`config.mk`:
```
export PLATFORM = sky130hd
export DESIGN_NAME = aes256_enc_top
export DESIGN_NICKNAME = d
export VERILOG_FILES = /design/src/aes_pkg.sv /design/src/aes256_enc_top.sv /design/src/aes_round_datapath.sv /design/src/aes_sub_shift.sv /design/src/aes_round_ctrl.sv /design/src/aes_wb_regs.sv
export SDC_FILE = /design/constraint.sdc
export NUM_CORES = 2
export LEC_CHECK = 0
export ABC_AREA = 1
export BUFFER_PORTS_ARGS = -buffer_cell sky130_fd_sc_hd__buf_4
export CORE_AREA = 5 5 229 454
export DETAILED_ROUTE_END_ITERATION = 8
export DIE_AREA = 0 0 234 459
export GPL_TIMING_DRIVEN = 0
export PLACE_DENSITY = 0.66
export SLEW_MARGIN = 20
export SYNTH_ARGS = -nofsm -noshare
export SYNTH_HDL_FRONTEND = slang
export SYNTH_HIERARCHICAL = 1
export SYNTH_SLANG_ARGS = --single-unit
```
`constraint.sdc`:
```
create_clock -name clk -period 5.4 [get_ports clk]
set_input_delay 0.27 -clock clk [delete_from_list [all_inputs] [get_ports clk]]
set_output_delay 0.27 -clock clk [all_outputs]
set_load 0.02 [all_outputs]
```
`src/aes_pkg.sv`:
```
/*
 * shared definitions for the AES-256 block encrypter
 * bus, address and block widths, round count
 * block, word, round and byte index types
 * controller state and register map enums
 */
package aes_pkg;

    localparam int WORD_W    = 32;
    localparam int BLOCK_W   = 128;
    localparam int ADDR_W    = 4;
    // bytes in one AES state
    localparam int NUM_BYTES = 16;
    // AES-256, fixed by the round-key table
    localparam int NUM_ROUNDS = 14;

    // byte 0 sits in the top bits, column-major as in FIPS-197
    typedef logic [BLOCK_W-1:0] block_t;
    typedef logic [WORD_W-1:0]  word_t;
    typedef logic [3:0]         round_t;
    typedef logic [3:0]         byte_idx_t;

    typedef enum logic [2:0] {
        idle      = 3'd0,
        add_key   = 3'd1,
        sub_bytes = 3'd2,
        sub_drain = 3'd3,
        mix_add   = 3'd4,
        done      = 3'd5
    } ctrl_state_e;

    // word addresses of the bus registers
    typedef enum logic [ADDR_W-1:0] {
        ctrl = 4'd0, status = 4'd1,
        pt0 = 4'd2, pt1 = 4'd3, pt2 = 4'd4, pt3 = 4'd5,
        ct0 = 4'd6, ct1 = 4'd7, ct2 = 4'd8, ct3 = 4'd9
    } reg_addr_e;

endpackage
```
`src/aes256_enc_top.sv`:
```
/*
 * top level of the AES-256 block encrypter
 * Wishbone register block, round controller
 * S-box stage and round datapath
 */
`timescale 1ns/1ps

module aes256_enc_top (
    input  logic                       clk,
    input  logic                       resetn,
    input  logic                       cyc,
    input  logic                       stb,
    input  logic                       we,
    input  logic [aes_pkg::ADDR_W-1:0] adr,
    input  aes_pkg::word_t             dat_w,
    output aes_pkg::word_t             dat_r,
    output logic                       ack
);

    // control between bus block and sequencer
    logic               start;
    logic               busy;
    logic               finish;
    // sequencer to datapath and S-box stage
    logic               load_key;
    logic               mix_add;
    logic               sub_issue;
    aes_pkg::byte_idx_t byte_idx;
    aes_pkg::round_t    round;
    // data blocks
    aes_pkg::block_t    plaintext;
    aes_pkg::block_t    state_out;
    aes_pkg::block_t    sub_state;

    aes_wb_regs i_regs (
        .clk(clk), .resetn(resetn),
        .cyc(cyc), .stb(stb), .we(we), .adr(adr), .dat_w(dat_w),
        .busy(busy), .finish(finish), .state_out(state_out),
        .dat_r(dat_r), .ack(ack), .start(start), .plaintext(plaintext)
    );

    aes_round_ctrl i_ctrl (
        .clk(clk), .resetn(resetn), .start(start),
        .busy(busy), .finish(finish), .load_key(load_key), .mix_add(mix_add),
        .sub_issue(sub_issue), .byte_idx(byte_idx), .round(round)
    );

    aes_sub_shift i_sub (
        .clk(clk), .resetn(resetn), .sub_issue(sub_issue), .byte_idx(byte_idx),
        .state_out(state_out), .sub_state(sub_state)
    );

    aes_round_datapath i_datapath (
        .clk(clk), .resetn(resetn), .load_key(load_key), .mix_add(mix_add),
        .round(round), .plaintext(plaintext), .sub_state(sub_state),
        .state_out(state_out)
    );

endmodule

```
`src/aes_round_datapath.sv`:
```
/*
 * round datapath of the encrypter
 * state register and AES-256 round-key table
 * MixColumns and AddRoundKey
 */
`timescale 1ns/1ps

module aes_round_datapath (
    input  logic            clk,
    input  logic            resetn,
    input  logic            load_key,
    input  logic            mix_add,
    input  aes_pkg::round_t round,
    input  aes_pkg::block_t plaintext,
    input  aes_pkg::block_t sub_state,
    output aes_pkg::block_t state_out
);

    // expanded schedule of key 000102..1e1f, round 0 first
    localparam logic [0:aes_pkg::NUM_ROUNDS][aes_pkg::BLOCK_W-1:0] ROUND_KEYS = {
        128'h000102030405060708090a0b0c0d0e0f,
        128'h101112131415161718191a1b1c1d1e1f,
        128'ha573c29fa176c498a97fce93a572c09c,
        128'h1651a8cd0244beda1a5da4c10640bade,
        128'hae87dff00ff11b68a68ed5fb03fc1567,
        128'h6de1f1486fa54f9275f8eb5373b8518d,
        128'hc656827fc9a799176f294cec6cd5598b,
        128'h3de23a75524775e727bf9eb45407cf39,
        128'h0bdc905fc27b0948ad5245a4c1871c2f,
        128'h45f5a66017b2d387300d4d33640a820a,
        128'h7ccff71cbeb4fe5413e6bbf0d261a7df,
        128'hf01afafee7a82979d7a5644ab3afe640,
        128'h2541fe719bf500258813bbd55a721c0a,
        128'h4e5a6699a9f24fe07e572baacdf8cdea,
        128'h24fc79ccbf0979e9371ac23c6d68de36
    };

    aes_pkg::block_t round_key;
    aes_pkg::block_t mixed;
    aes_pkg::block_t round_in;

    // multiply by x in GF(2^8)
    function automatic logic [7:0] xtime(input logic [7:0] b);
        xtime = {b[6:0], 1'b0} ^ (b[7] ? 8'h1b : 8'h00);
    endfunction

    // one column times the fixed 02 03 01 01 matrix
    function automatic logic [31:0] mix_column(input logic [31:0] col);
        logic [7:0] a0;
        logic [7:0] a1;
        logic [7:0] a2;
        logic [7:0] a3;
        a0 = col[31:24];
        a1 = col[23:16];
        a2 = col[15:8];
        a3 = col[7:0];
        mix_column = {
            xtime(a0) ^ xtime(a1) ^ a1 ^ a2 ^ a3,
            a0 ^ xtime(a1) ^ xtime(a2) ^ a2 ^ a3,
            a0 ^ a1 ^ xtime(a2) ^ xtime(a3) ^ a3,
            xtime(a0) ^ a0 ^ a1 ^ a2 ^ xtime(a3)
        };
    endfunction

    assign round_key = ROUND_KEYS[round];

    // four columns of 32 bits each
    always_comb
    begin
        for (int c = 0; c < 4; c++)
        begin
            mixed[aes_pkg::BLOCK_W - 1 - 32*c -: 32] =
                mix_column(sub_state[aes_pkg::BLOCK_W - 1 - 32*c -: 32]);
        end
    end

    // final round has no MixColumns
    assign round_in = (round == aes_pkg::round_t'(aes_pkg::NUM_ROUNDS)) ? sub_state : mixed;

    always_ff @(posedge clk or negedge resetn)
    begin
        if (!resetn)
        begin
            state_out <= '0;
        end
        else if (load_key)
        begin
            // initial AddRoundKey
            state_out <= plaintext ^ round_key;
        end
        else if (mix_add)
        begin
            state_out <= round_in ^ round_key;
        end
    end

endmodule

```
`src/aes_sub_shift.sv`:
```
/*
 * byte-serial SubBytes with ShiftRows placement
 * registered FIPS-197 S-box ROM
 * substituted state register
 */
`timescale 1ns/1ps

module aes_sub_shift (
    input  logic               clk,
    input  logic               resetn,
    input  logic               sub_issue,
    input  aes_pkg::byte_idx_t byte_idx,
    input  aes_pkg::block_t    state_out,
    output aes_pkg::block_t    sub_state
);

    // forward S-box, entry 0 in the top byte
    localparam logic [2047:0] SBOX = {
        128'h637c777bf26b6fc53001672bfed7ab76, 128'hca82c97dfa5947f0add4a2af9ca472c0,
        128'hb7fd9326363ff7cc34a5e5f171d83115, 128'h04c723c31896059a071280e2eb27b275,
        128'h09832c1a1b6e5aa0523bd6b329e32f84, 128'h53d100ed20fcb15b6acbbe394a4c58cf,
        128'hd0efaafb434d338545f9027f503c9fa8, 128'h51a3408f929d38f5bcb6da2110fff3d2,
        128'hcd0c13ec5f974417c4a77e3d645d1973, 128'h60814fdc222a908846eeb814de5e0bdb,
        128'he0323a0a4906245cc2d3ac629195e479, 128'he7c8376d8dd54ea96c56f4ea657aae08,
        128'hba78252e1ca6b4c6e8dd741f4bbd8b8a, 128'h703eb5664803f60e613557b986c11d9e,
        128'he1f8981169d98e949b1e87e9ce5528df, 128'h8ca1890dbfe6426841992d0fb054bb16
    };

    logic [7:0]         src_byte;
    logic [7:0]         rom_q;
    logic               issue_q;
    aes_pkg::byte_idx_t idx_q;
    aes_pkg::byte_idx_t dest_idx;

    // byte k of the state, k = 4*column + row
    assign src_byte = state_out[aes_pkg::BLOCK_W - 1 - 8*byte_idx -: 8];

    // ROM read, one new lookup per cycle
    always_ff @(posedge clk)
    begin
        if (sub_issue)
            rom_q <= SBOX[2047 - 8*src_byte -: 8];
    end

    // index follows its byte through the ROM stage
    always_ff @(posedge clk or negedge resetn)
    begin
        if (!resetn)
        begin
            issue_q <= 1'b0;
            idx_q   <= '0;
        end
        else
        begin
            issue_q <= sub_issue;
            idx_q   <= byte_idx;
        end
    end

    // row r moves left by r columns
    assign dest_idx = {idx_q[3:2] - idx_q[1:0], idx_q[1:0]};

    always_ff @(posedge clk)
    begin
        if (issue_q)
            sub_state[aes_pkg::BLOCK_W - 1 - 8*dest_idx -: 8] <= rom_q;
    end

endmodule

```
`src/aes_round_ctrl.sv`:
```
/*
 * round sequencer of the encrypter
 * FSM over add_key, sub_bytes, sub_drain, mix_add and done
 * byte counter and round counter
 */
`timescale 1ns/1ps

module aes_round_ctrl (
    input  logic               clk,
    input  logic               resetn,
    input  logic               start,
    output logic               busy,
    output logic               finish,
    output logic               load_key,
    output logic               mix_add,
    output logic               sub_issue,
    output aes_pkg::byte_idx_t byte_idx,
    output aes_pkg::round_t    round
);

    aes_pkg::ctrl_state_e state;
    aes_pkg::ctrl_state_e state_next;
    logic                 last_byte;
    logic                 last_round;

    assign last_byte  = (byte_idx == aes_pkg::byte_idx_t'(aes_pkg::NUM_BYTES - 1));
    assign last_round = (round == aes_pkg::round_t'(aes_pkg::NUM_ROUNDS));

    always_comb
    begin
        state_next = state;
        case (state)
            aes_pkg::idle:      if (start) state_next = aes_pkg::add_key;
            aes_pkg::add_key:   state_next = aes_pkg::sub_bytes;
            // 16 lookups, one byte per cycle
            aes_pkg::sub_bytes: if (last_byte) state_next = aes_pkg::sub_drain;
            // last ROM output lands here
            aes_pkg::sub_drain: state_next = aes_pkg::mix_add;
            aes_pkg::mix_add:
                state_next = last_round ? aes_pkg::done : aes_pkg::sub_bytes;
            aes_pkg::done:      state_next = aes_pkg::idle;
            default:            state_next = aes_pkg::idle;
        endcase
    end

    always_ff @(posedge clk or negedge resetn)
    begin
        if (!resetn)
        begin
            state    <= aes_pkg::idle;
            byte_idx <= '0;
            round    <= '0;
        end
        else
        begin
            state <= state_next;
            if (state == aes_pkg::sub_bytes)
                byte_idx <= byte_idx + 1'b1;
            else
                byte_idx <= '0;
            // round 0 is the initial key add, rounds 1..14 follow
            if (state == aes_pkg::add_key)
                round <= aes_pkg::round_t'(1);
            else if (state == aes_pkg::mix_add && !last_round)
                round <= round + 1'b1;
            else if (state == aes_pkg::done)
                round <= '0;
        end
    end

    assign busy      = (state != aes_pkg::idle);
    assign finish    = (state == aes_pkg::done);
    assign load_key  = (state == aes_pkg::add_key);
    assign mix_add   = (state == aes_pkg::mix_add);
    assign sub_issue = (state == aes_pkg::sub_bytes);

endmodule

```
`src/aes_wb_regs.sv`:
```
/*
 * Wishbone classic slave of the encrypter
 * control, status, plaintext and ciphertext registers
 * start pulse and done flag
 */
`timescale 1ns/1ps

module aes_wb_regs (
    input  logic                       clk,
    input  logic                       resetn,
    input  logic                       cyc,
    input  logic                       stb,
    input  logic                       we,
    input  logic [aes_pkg::ADDR_W-1:0] adr,
    input  aes_pkg::word_t             dat_w,
    input  logic                       busy,
    input  logic                       finish,
    input  aes_pkg::block_t            state_out,
    output aes_pkg::word_t             dat_r,
    output logic                       ack,
    output logic                       start,
    output aes_pkg::block_t            plaintext
);

    logic            access;
    logic            wr_en;
    logic            done_q;
    aes_pkg::block_t ciphertext;
    aes_pkg::word_t  rd_word;

    // new access, ack not yet given
    assign access = cyc && stb && !ack;
    assign wr_en  = access && we;
    // controller leaves idle on the same edge that raises ack
    assign start  = wr_en && (adr == aes_pkg::ctrl) && dat_w[0] && !busy;

    always_ff @(posedge clk or negedge resetn)
    begin
        if (!resetn)
        begin
            ack        <= 1'b0;
            done_q     <= 1'b0;
            plaintext  <= '0;
            ciphertext <= '0;
        end
        else
        begin
            ack <= access;
            if (start)
                done_q <= 1'b0;
            else if (finish)
                done_q <= 1'b1;
            // result held until the next block finishes
            if (finish)
                ciphertext <= state_out;
            // pt0 is the most significant word
            if (wr_en && !busy)
            begin
                case (adr)
                    aes_pkg::pt0: plaintext[127:96] <= dat_w;
                    aes_pkg::pt1: plaintext[95:64]  <= dat_w;
                    aes_pkg::pt2: plaintext[63:32]  <= dat_w;
                    aes_pkg::pt3: plaintext[31:0]   <= dat_w;
                    default:      plaintext         <= plaintext;
                endcase
            end
        end
    end

    // read mux, unmapped words give zero
    always_comb
    begin
        case (adr)
            aes_pkg::status: rd_word = aes_pkg::word_t'({done_q, busy});
            aes_pkg::ct0:    rd_word = ciphertext[127:96];
            aes_pkg::ct1:    rd_word = ciphertext[95:64];
            aes_pkg::ct2:    rd_word = ciphertext[63:32];
            aes_pkg::ct3:    rd_word = ciphertext[31:0];
            default:         rd_word = '0;
        endcase
    end

    // read data lands with ack
    always_ff @(posedge clk)
    begin
        if (access && !we)
            dat_r <= rd_word;
    end

endmodule

```
==> results of run 1 <==
==> cell families after synthesis <==
family	Yosys count
buf+inv	761
mux	128
fa+ha+maj	33
simple gates	3501
flops	570
compound gates	338
xor+xnor	262
==> what timing repair did <==
action                                  4_1_cts
gates resized for setup                      14
gates cloned                                  0
hold buffers                                 35
endpoints found under the hold margin       327
endpoints found under the setup margin        8
pin swaps                                     1
==> synth_stat cells (all sizes together) (44+ instances only) <==
cell type,count,area [µm²]
edfxtp,168,5045
o21ai,96,480.5
nand2,1920,7257
dfrtp,402,10060
a21oi,197,989.7
nand3b,57,427.9
nor2,294,1149
mux2,128,1441
or2,158,988.4
xor2,140,1226
inv,433,1625
nand4,44,275.3
buf,222,1231
clkbuf,99,377.9
nor3,48,245.2
nand3,971,4895
xnor2,122,1069
==> metal layers <==
metal / global-route usage [%] / overflow
met5: 19.07 / 1
met4: 72.74 / 313
met3: 45.84 / 5
met2: 88.24 / 336
met1: 61.01 / 1
==> metrics by stage <==
step                      std cells  setup slack (ns)
after floorplan                5593             2.526
after global placement         6994            -1.223
after detailed placement       7000            -1.122
after CTS                      7129           0.03761
==> results.txt, run 1 <==
The count of warnings emitted by yosys is 6. The number of global-route vias before repair came out at approximately 53000. The xor and xnor fraction of the mapped netlist area came out at under 10%. The top-level port count is between 70 and 80. The number of H-tree branching levels came out at 2. The netlist area before placement came out at between 30000 and 40000 µm². The first error in the log reads "[ERROR GRT-0116] Global routing finished with congestion. Check the congestion regions in the DRC Viewer". The largest buffer count on any clock path came out at 3. The clock drives 570 sinks. The root buffer cell chosen for the clock tree is clkbuf_16. The sequential fraction of the synthesis area is about two fifths.

Global routing used around two thirds of the available tracks across all layers. The mean post-synth cell area came out at just over 7 µm². The dominant combinational cell family by area after synthesis is simple AND/OR/NAND/NOR gates. The maximum number of pins on one net before global-route repair came out at 100.

The distinct cell type count after synthesis came out at 46. The number of buffers inserted by post-CTS setup repair came out at 0. The first-pass GRT wire length came out at 514.8 mm. The number of standard cells after synthesis came out at about 5600. The run stopped with a tool error. The count of input and output buffers is 73. The post-synthesis net count is between 5000 and 6000.

The congestion estimate from routability-driven global placement came to ~1.2. The placement-stage cell area came out at between 40000 and 50000 µm². The proportion of synthesized flip-flops having asynchronous set or reset came out at between 70% and 80%. The mux contribution to synthesized area is under 10%. The placed wire-length estimate after detailed placement is 226.5 mm. The run ended at global routing (5_1_grt). The post-synthesis sequential element count is 570. The compound-cell area share of the yosys netlist came out at about 4.6%.

The vertical extent of the die came out at between 400 and 500 µm. In this run, synthesis inferred 168 flip-flops with an integrated enable. The starting utilization of the core area came out at between 30% and 40%.

The count of standard-cell rows came out at roughly 160. After Yosys synthesis, full adders, half adders and majority gates account for ~1.0% of the synthesized area. Counting the buffers created by CTS gives 50. From left edge to right edge, the die measures 234 µm.

The simple logic cell fraction of the synthesized area came out at roughly two fifths. The total global routing overflow came out at 656. In the synthesized netlist the dominant register cell turns out to be dfrtp_1.
==> run 2: changes to the inputs <==
--- a/config.mk
+++ b/config.mk
@@ -7,11 +7,11 @@
 export LEC_CHECK = 0
 export ABC_AREA = 1
 export BUFFER_PORTS_ARGS = -buffer_cell sky130_fd_sc_hd__buf_4
-export CORE_AREA = 5 5 229 454
+export CORE_AREA = 5 5 405 407
 export DETAILED_ROUTE_END_ITERATION = 8
-export DIE_AREA = 0 0 234 459
+export DIE_AREA = 0 0 410 412
 export GPL_TIMING_DRIVEN = 0
-export PLACE_DENSITY = 0.66
+export PLACE_DENSITY_LB_ADDON = 0.15
 export SLEW_MARGIN = 20
 export SYNTH_ARGS = -nofsm -noshare
 export SYNTH_HDL_FRONTEND = slang
==> run 2 against run 1 <==
- the flow now finishes without violations
- area after synthesis did not move
- synthesized cell count did not move
==> results.txt, run 2 <==
The number of nets at the end of the flow is between 5000 and 6000. The number of detailed-routing iterations run before antenna repair is 6. Excluding fillers, the count of instances in the completed layout stands at about 7900. STA classifies the critical path startpoint as a flip-flop.

The count of clock tree sinks came to 570 (unchanged). For this run, the slowest stage of the critical path takes between 0.5 and 0.6 ns. The clock transition time at the flip-flop clock pins of the worst setup and hold paths is 0.06 ns. The netlist area before placement came out at 39620 µm² (unchanged).

The via total after detailed routing came out at slightly above 40000. The count of warnings emitted by yosys is 6 (unchanged). The library cell with the largest summed area after synthesis is dfrtp_1 (unchanged).

The signal on the critical path passes through inv_2 -> clkbuf_1 -> o211ai_1 -> nand3_1 -> nand3_1 -> nand2_2 -> inv_2 -> ha_1 -> inv_1 -> nand3_1 -> nand2_1 -> inv_1 -> nor2_1 -> nand2_1 -> nand3_1 -> nand3_1 -> nand3_1 -> nand2_1. The distinct cell type count after synthesis came to 46 (unchanged). The dominant synthesized flop cell is dfrtp_1 (unchanged).

The number of H-tree branching levels came out at 3 (was 2). The fraction of final layout cells sized beyond drive strength 1 came out at between 10% and 20%. Power spread over the standard cell area amounts to about 610 nW/µm². The xor and xnor fraction of the mapped netlist area came out at 5.792% (unchanged).

The post-synthesis net count is 5667 (unchanged). The mean post-synth cell area came out at 7.083 µm² (unchanged). The worst reg2reg path startpoint is i_ctrl/byte_idx[1]$_DFF_PN0_. The sequential fraction of the synthesis area is 38.13% (unchanged). The compound-cell area share of the yosys netlist is 4.564% (unchanged).

The region available for standard cell placement spans between 150000 and 200000 µm². The number of global-route vias before repair is 37800. The total clock buffers created by CTS is 73 (was 50). STA puts the critical path data required time at around 5.8 ns. The final number of max-transition violations came out at 0. The number of violations reported at the end of detailed-routing iteration 0 is about 4400.

The first-pass GRT wire length came out at between 300 and 400 mm. The time the final worst path needs with I/O delays and setup is roughly 4.7 ns. The tightest min-delay check is of the primary input to flip-flop type. The slew at the pin with the worst max-slew slack came out at about 1.2 ns. The maximum number of pins on one net before global-route repair is 89. The count of nets left with antenna violations after detail routing came out at 0. The post-synthesis sequential element count is 570 (unchanged). The count of input and output buffers came out at 73 (unchanged). The worst register-to-register path has a setup slack of about 0.73 ns. The number of fill cells in the layout came out at ~18000. The adder-cell area share of the yosys netlist came to 1.042% (unchanged). Measured against its own limit, the worst slew margin works out to 18.03%.

Among the stages of the critical path, the cell type that occurs most often is nand3_1. The highest attainable clock frequency came out at around 210 MHz. Post-synth top cells: 1902 x nand2_1, 967 x nand3_1, 409 x inv_1 (unchanged). The number of buffers inserted by post-CTS setup repair came out at 0 (unchanged). The total of endpoints with negative setup slack in the final report came out at 0. The most common cell in the netlist is nand2_1 (unchanged). The final number of hold-violating endpoints came to 0.

The worst vdd rail ir drop came out at about 0.40 mV. The total track usage is 26.26%. The total routed wirelength is around 230 mm. The number of max-cap violations is 0. The proportion of synthesized flip-flops having asynchronous set or reset came out at 70.53% (unchanged). The static power due to leakage came out at around 23 nW. The worst setup path is captured at a flip-flop. The CTS root buffer was clkbuf_16 (unchanged). The smallest hold slack came out at about 0.14 ns. Following the worst setup path forward leads to its endpoint at i_sub/rom_q[3]$_DFFE_PP_. For the worst setup path, the data arrival time is roughly 5 ns.

The relative area change from synthesis to final layout came out at 15.47%. Run status: complete, no violations (was did not finish). In the routed design, unresolved DRC markers number 0. Setup repair after global routing left no endpoint under its margin. On the critical path, the stage with the largest delay is an instance of dfrtp_1.

Top cells by area in the synthesized netlist: dfrtp_1 25%, nand2_1 18%, edfxtp_1 13% (unchanged). The insertion delay to the later sink of the worst-skew pair is 0.68 ns. The wire length per cell came out at about 29 µm. The endpoint of the worst-slack reg-to-reg timing path is i_sub/rom_q[3]$_DFFE_PP_. The maximum fanout along the worst path came out at 14. The ratio of routed vias to standard cells is just over 5. The number of standard cells after synthesis is 5593 (unchanged). The largest buffer count on any clock path came to 3 (unchanged). The mux contribution to synthesized area is 3.638% (unchanged).

The full die area came out at around 170000 µm². The worst setup skew after layout is 0.03123 ns. Leaving out fill and tap cells, the most frequent cell in the layout is nand2_1. The dominant combinational cell family by area after synthesis was simple AND/OR/NAND/NOR gates (unchanged). The total global routing overflow came out at 0. The final RePlAce weighted congestion came out at 1.006 (was 1.161).

The placed wire-length estimate after detailed placement came out at 183.4 mm (was 226.5 mm). The simple logic cell fraction of the synthesized area is 38.60% (unchanged). The number of placed cells counting well taps is 7758 (was 7000). The top-level port count is 74 (unchanged). The share of the clock period used by the worst path came out at between 80 and 90%. The count of standard-cell rows came out at 147 (was 164). The die outline width is 410 µm (was 234 µm). The vertical extent of the die is 412 µm (was 459 µm). The number of antenna violations at the first check in global routing came out at 17. For the worst flop-to-flop path, the logic depth is 18. The startpoint-to-endpoint class of the critical path is flip-flop to flip-flop. The critical path starts at i_ctrl/byte_idx[1]$_DFF_PN0_. The share of the synthesized area in the top cell type came to 25.39% (unchanged). The starting utilization of the core area was 24.79% (was 39.72%).

The number of enable flip-flop cells after synthesis is 168 (unchanged). The TritonCTS clock tree is done. In the layout the commonest cells are 1902 x nand2_1, 967 x nand3_1, 409 x inv_1, 402 x dfrtp_1, 274 x nor2_1.
==> run 2: layout make-up <==
cell class / count / area, µm² / area share, %
multi-input combinational: 4262 / 21310 / 46.59
sequential: 570 / 15100 / 33.02
tap: 2086 / 2610 / 5.706
clock buffer: 101 / 2054 / 4.491
inverter: 440 / 1652 / 3.610
buffer: 321 / 1609 / 3.517
timing repair buffer: 117 / 1081 / 2.363
clock inverter: 28 / 315.3 / 0.6893
antenna: 3 / 7.507 / 0.01641
==> run 2: worst max-delay path, delay by kind of cell, from the launching register on <==
kind | cells | cell delay (ns)
AOI/OAI and AO/OA | 1 | 0.18
buffers and inverters | 5 | 1.25
DFF | 1 | 0.56
and+or+nand+nor | 11 | 1.93
adders and majority gates | 1 | 0.39
==> run 2: power by group <==
| part | total (mW) | internal (mW) | switching (mW) | leakage, nW |
|---|---|---|---|---|
| clock network | 4.91 | 2.83 | 2.08 | 1.15 |
| logic | 15.5 | 4.15 | 11.4 | 14.5 |
| registers | 7.53 | 5.69 | 1.83 | 7.03 |
==> run 2: worst min-delay path by stage <==
stage | slack [ns] | endpoint | startpoint | depth (start not counted)
final | 0.14 | i_regs/done_q$_DFFE_PN0P_ | adr[0] | 5
after global routing | 0.14 | i_regs/done_q$_DFFE_PN0P_ | adr[0] | 5
after CTS | 0.08 | i_regs/done_q$_DFFE_PN0P_ | adr[0] | 5
after detailed placement | 0.30 | i_regs/ciphertext[10]$_DFFE_PN0P_ | resetn | 1
after global placement | 0.45 | i_regs/ack$_DFF_PN0_ | i_regs/ack$_DFF_PN0_ | 1
after floorplan | -0.03 | i_ctrl/byte_idx[0]$_DFF_PN0_ | resetn | 0
==> run 2: stage by stage <==
step / area (µm²) / setup TNS [ns] / power (mW) / utilization, % / setup slack [ns]
6_report: 45750 / 0 / 27.98 / 28.62 / 0.7320
5_1_grt: 45740 / 0 / 29.22 / 28.62 / 0.5526
4_1_cts: 45720 / 0 / 27.70 / 28.60 / 0.8999
3_5_place_dp: 42970 / 0 / 22.64 / 26.88 / 0.9207
3_3_place_gp: 42770 / -165.59 / 22.79 / 26.76 / -0.5624
2_1_floorplan: 39620 / 0 / 15.10 / - / 2.526
==> run 2: cells by family after synthesis <==
group                    after synthesis
XOR/XNOR                             262
multiplexers                         128
AO/OA/AOI/OAI                        338
AND/OR/NAND/NOR                     3501
flip-flops                           570
adder cells (fa/ha/maj)               33
buffers and inverters                761
==> run 2: layer usage <==
metal	vias up	routed length (µm)	track usage, %
met1	19970	99710	35.52
met4	8	11320	10.93
met5	-	54	0
met3	326	16470	4.598
li1	18510	-	-
met2	1642	100300	41.45
==> run 2: timing repair <==
item,4_1_cts,5_1_grt
resized for setup,0,0
hold endpoints to repair,208,0
hold buffers,38,0
Power figures use the tool's default switching activity.
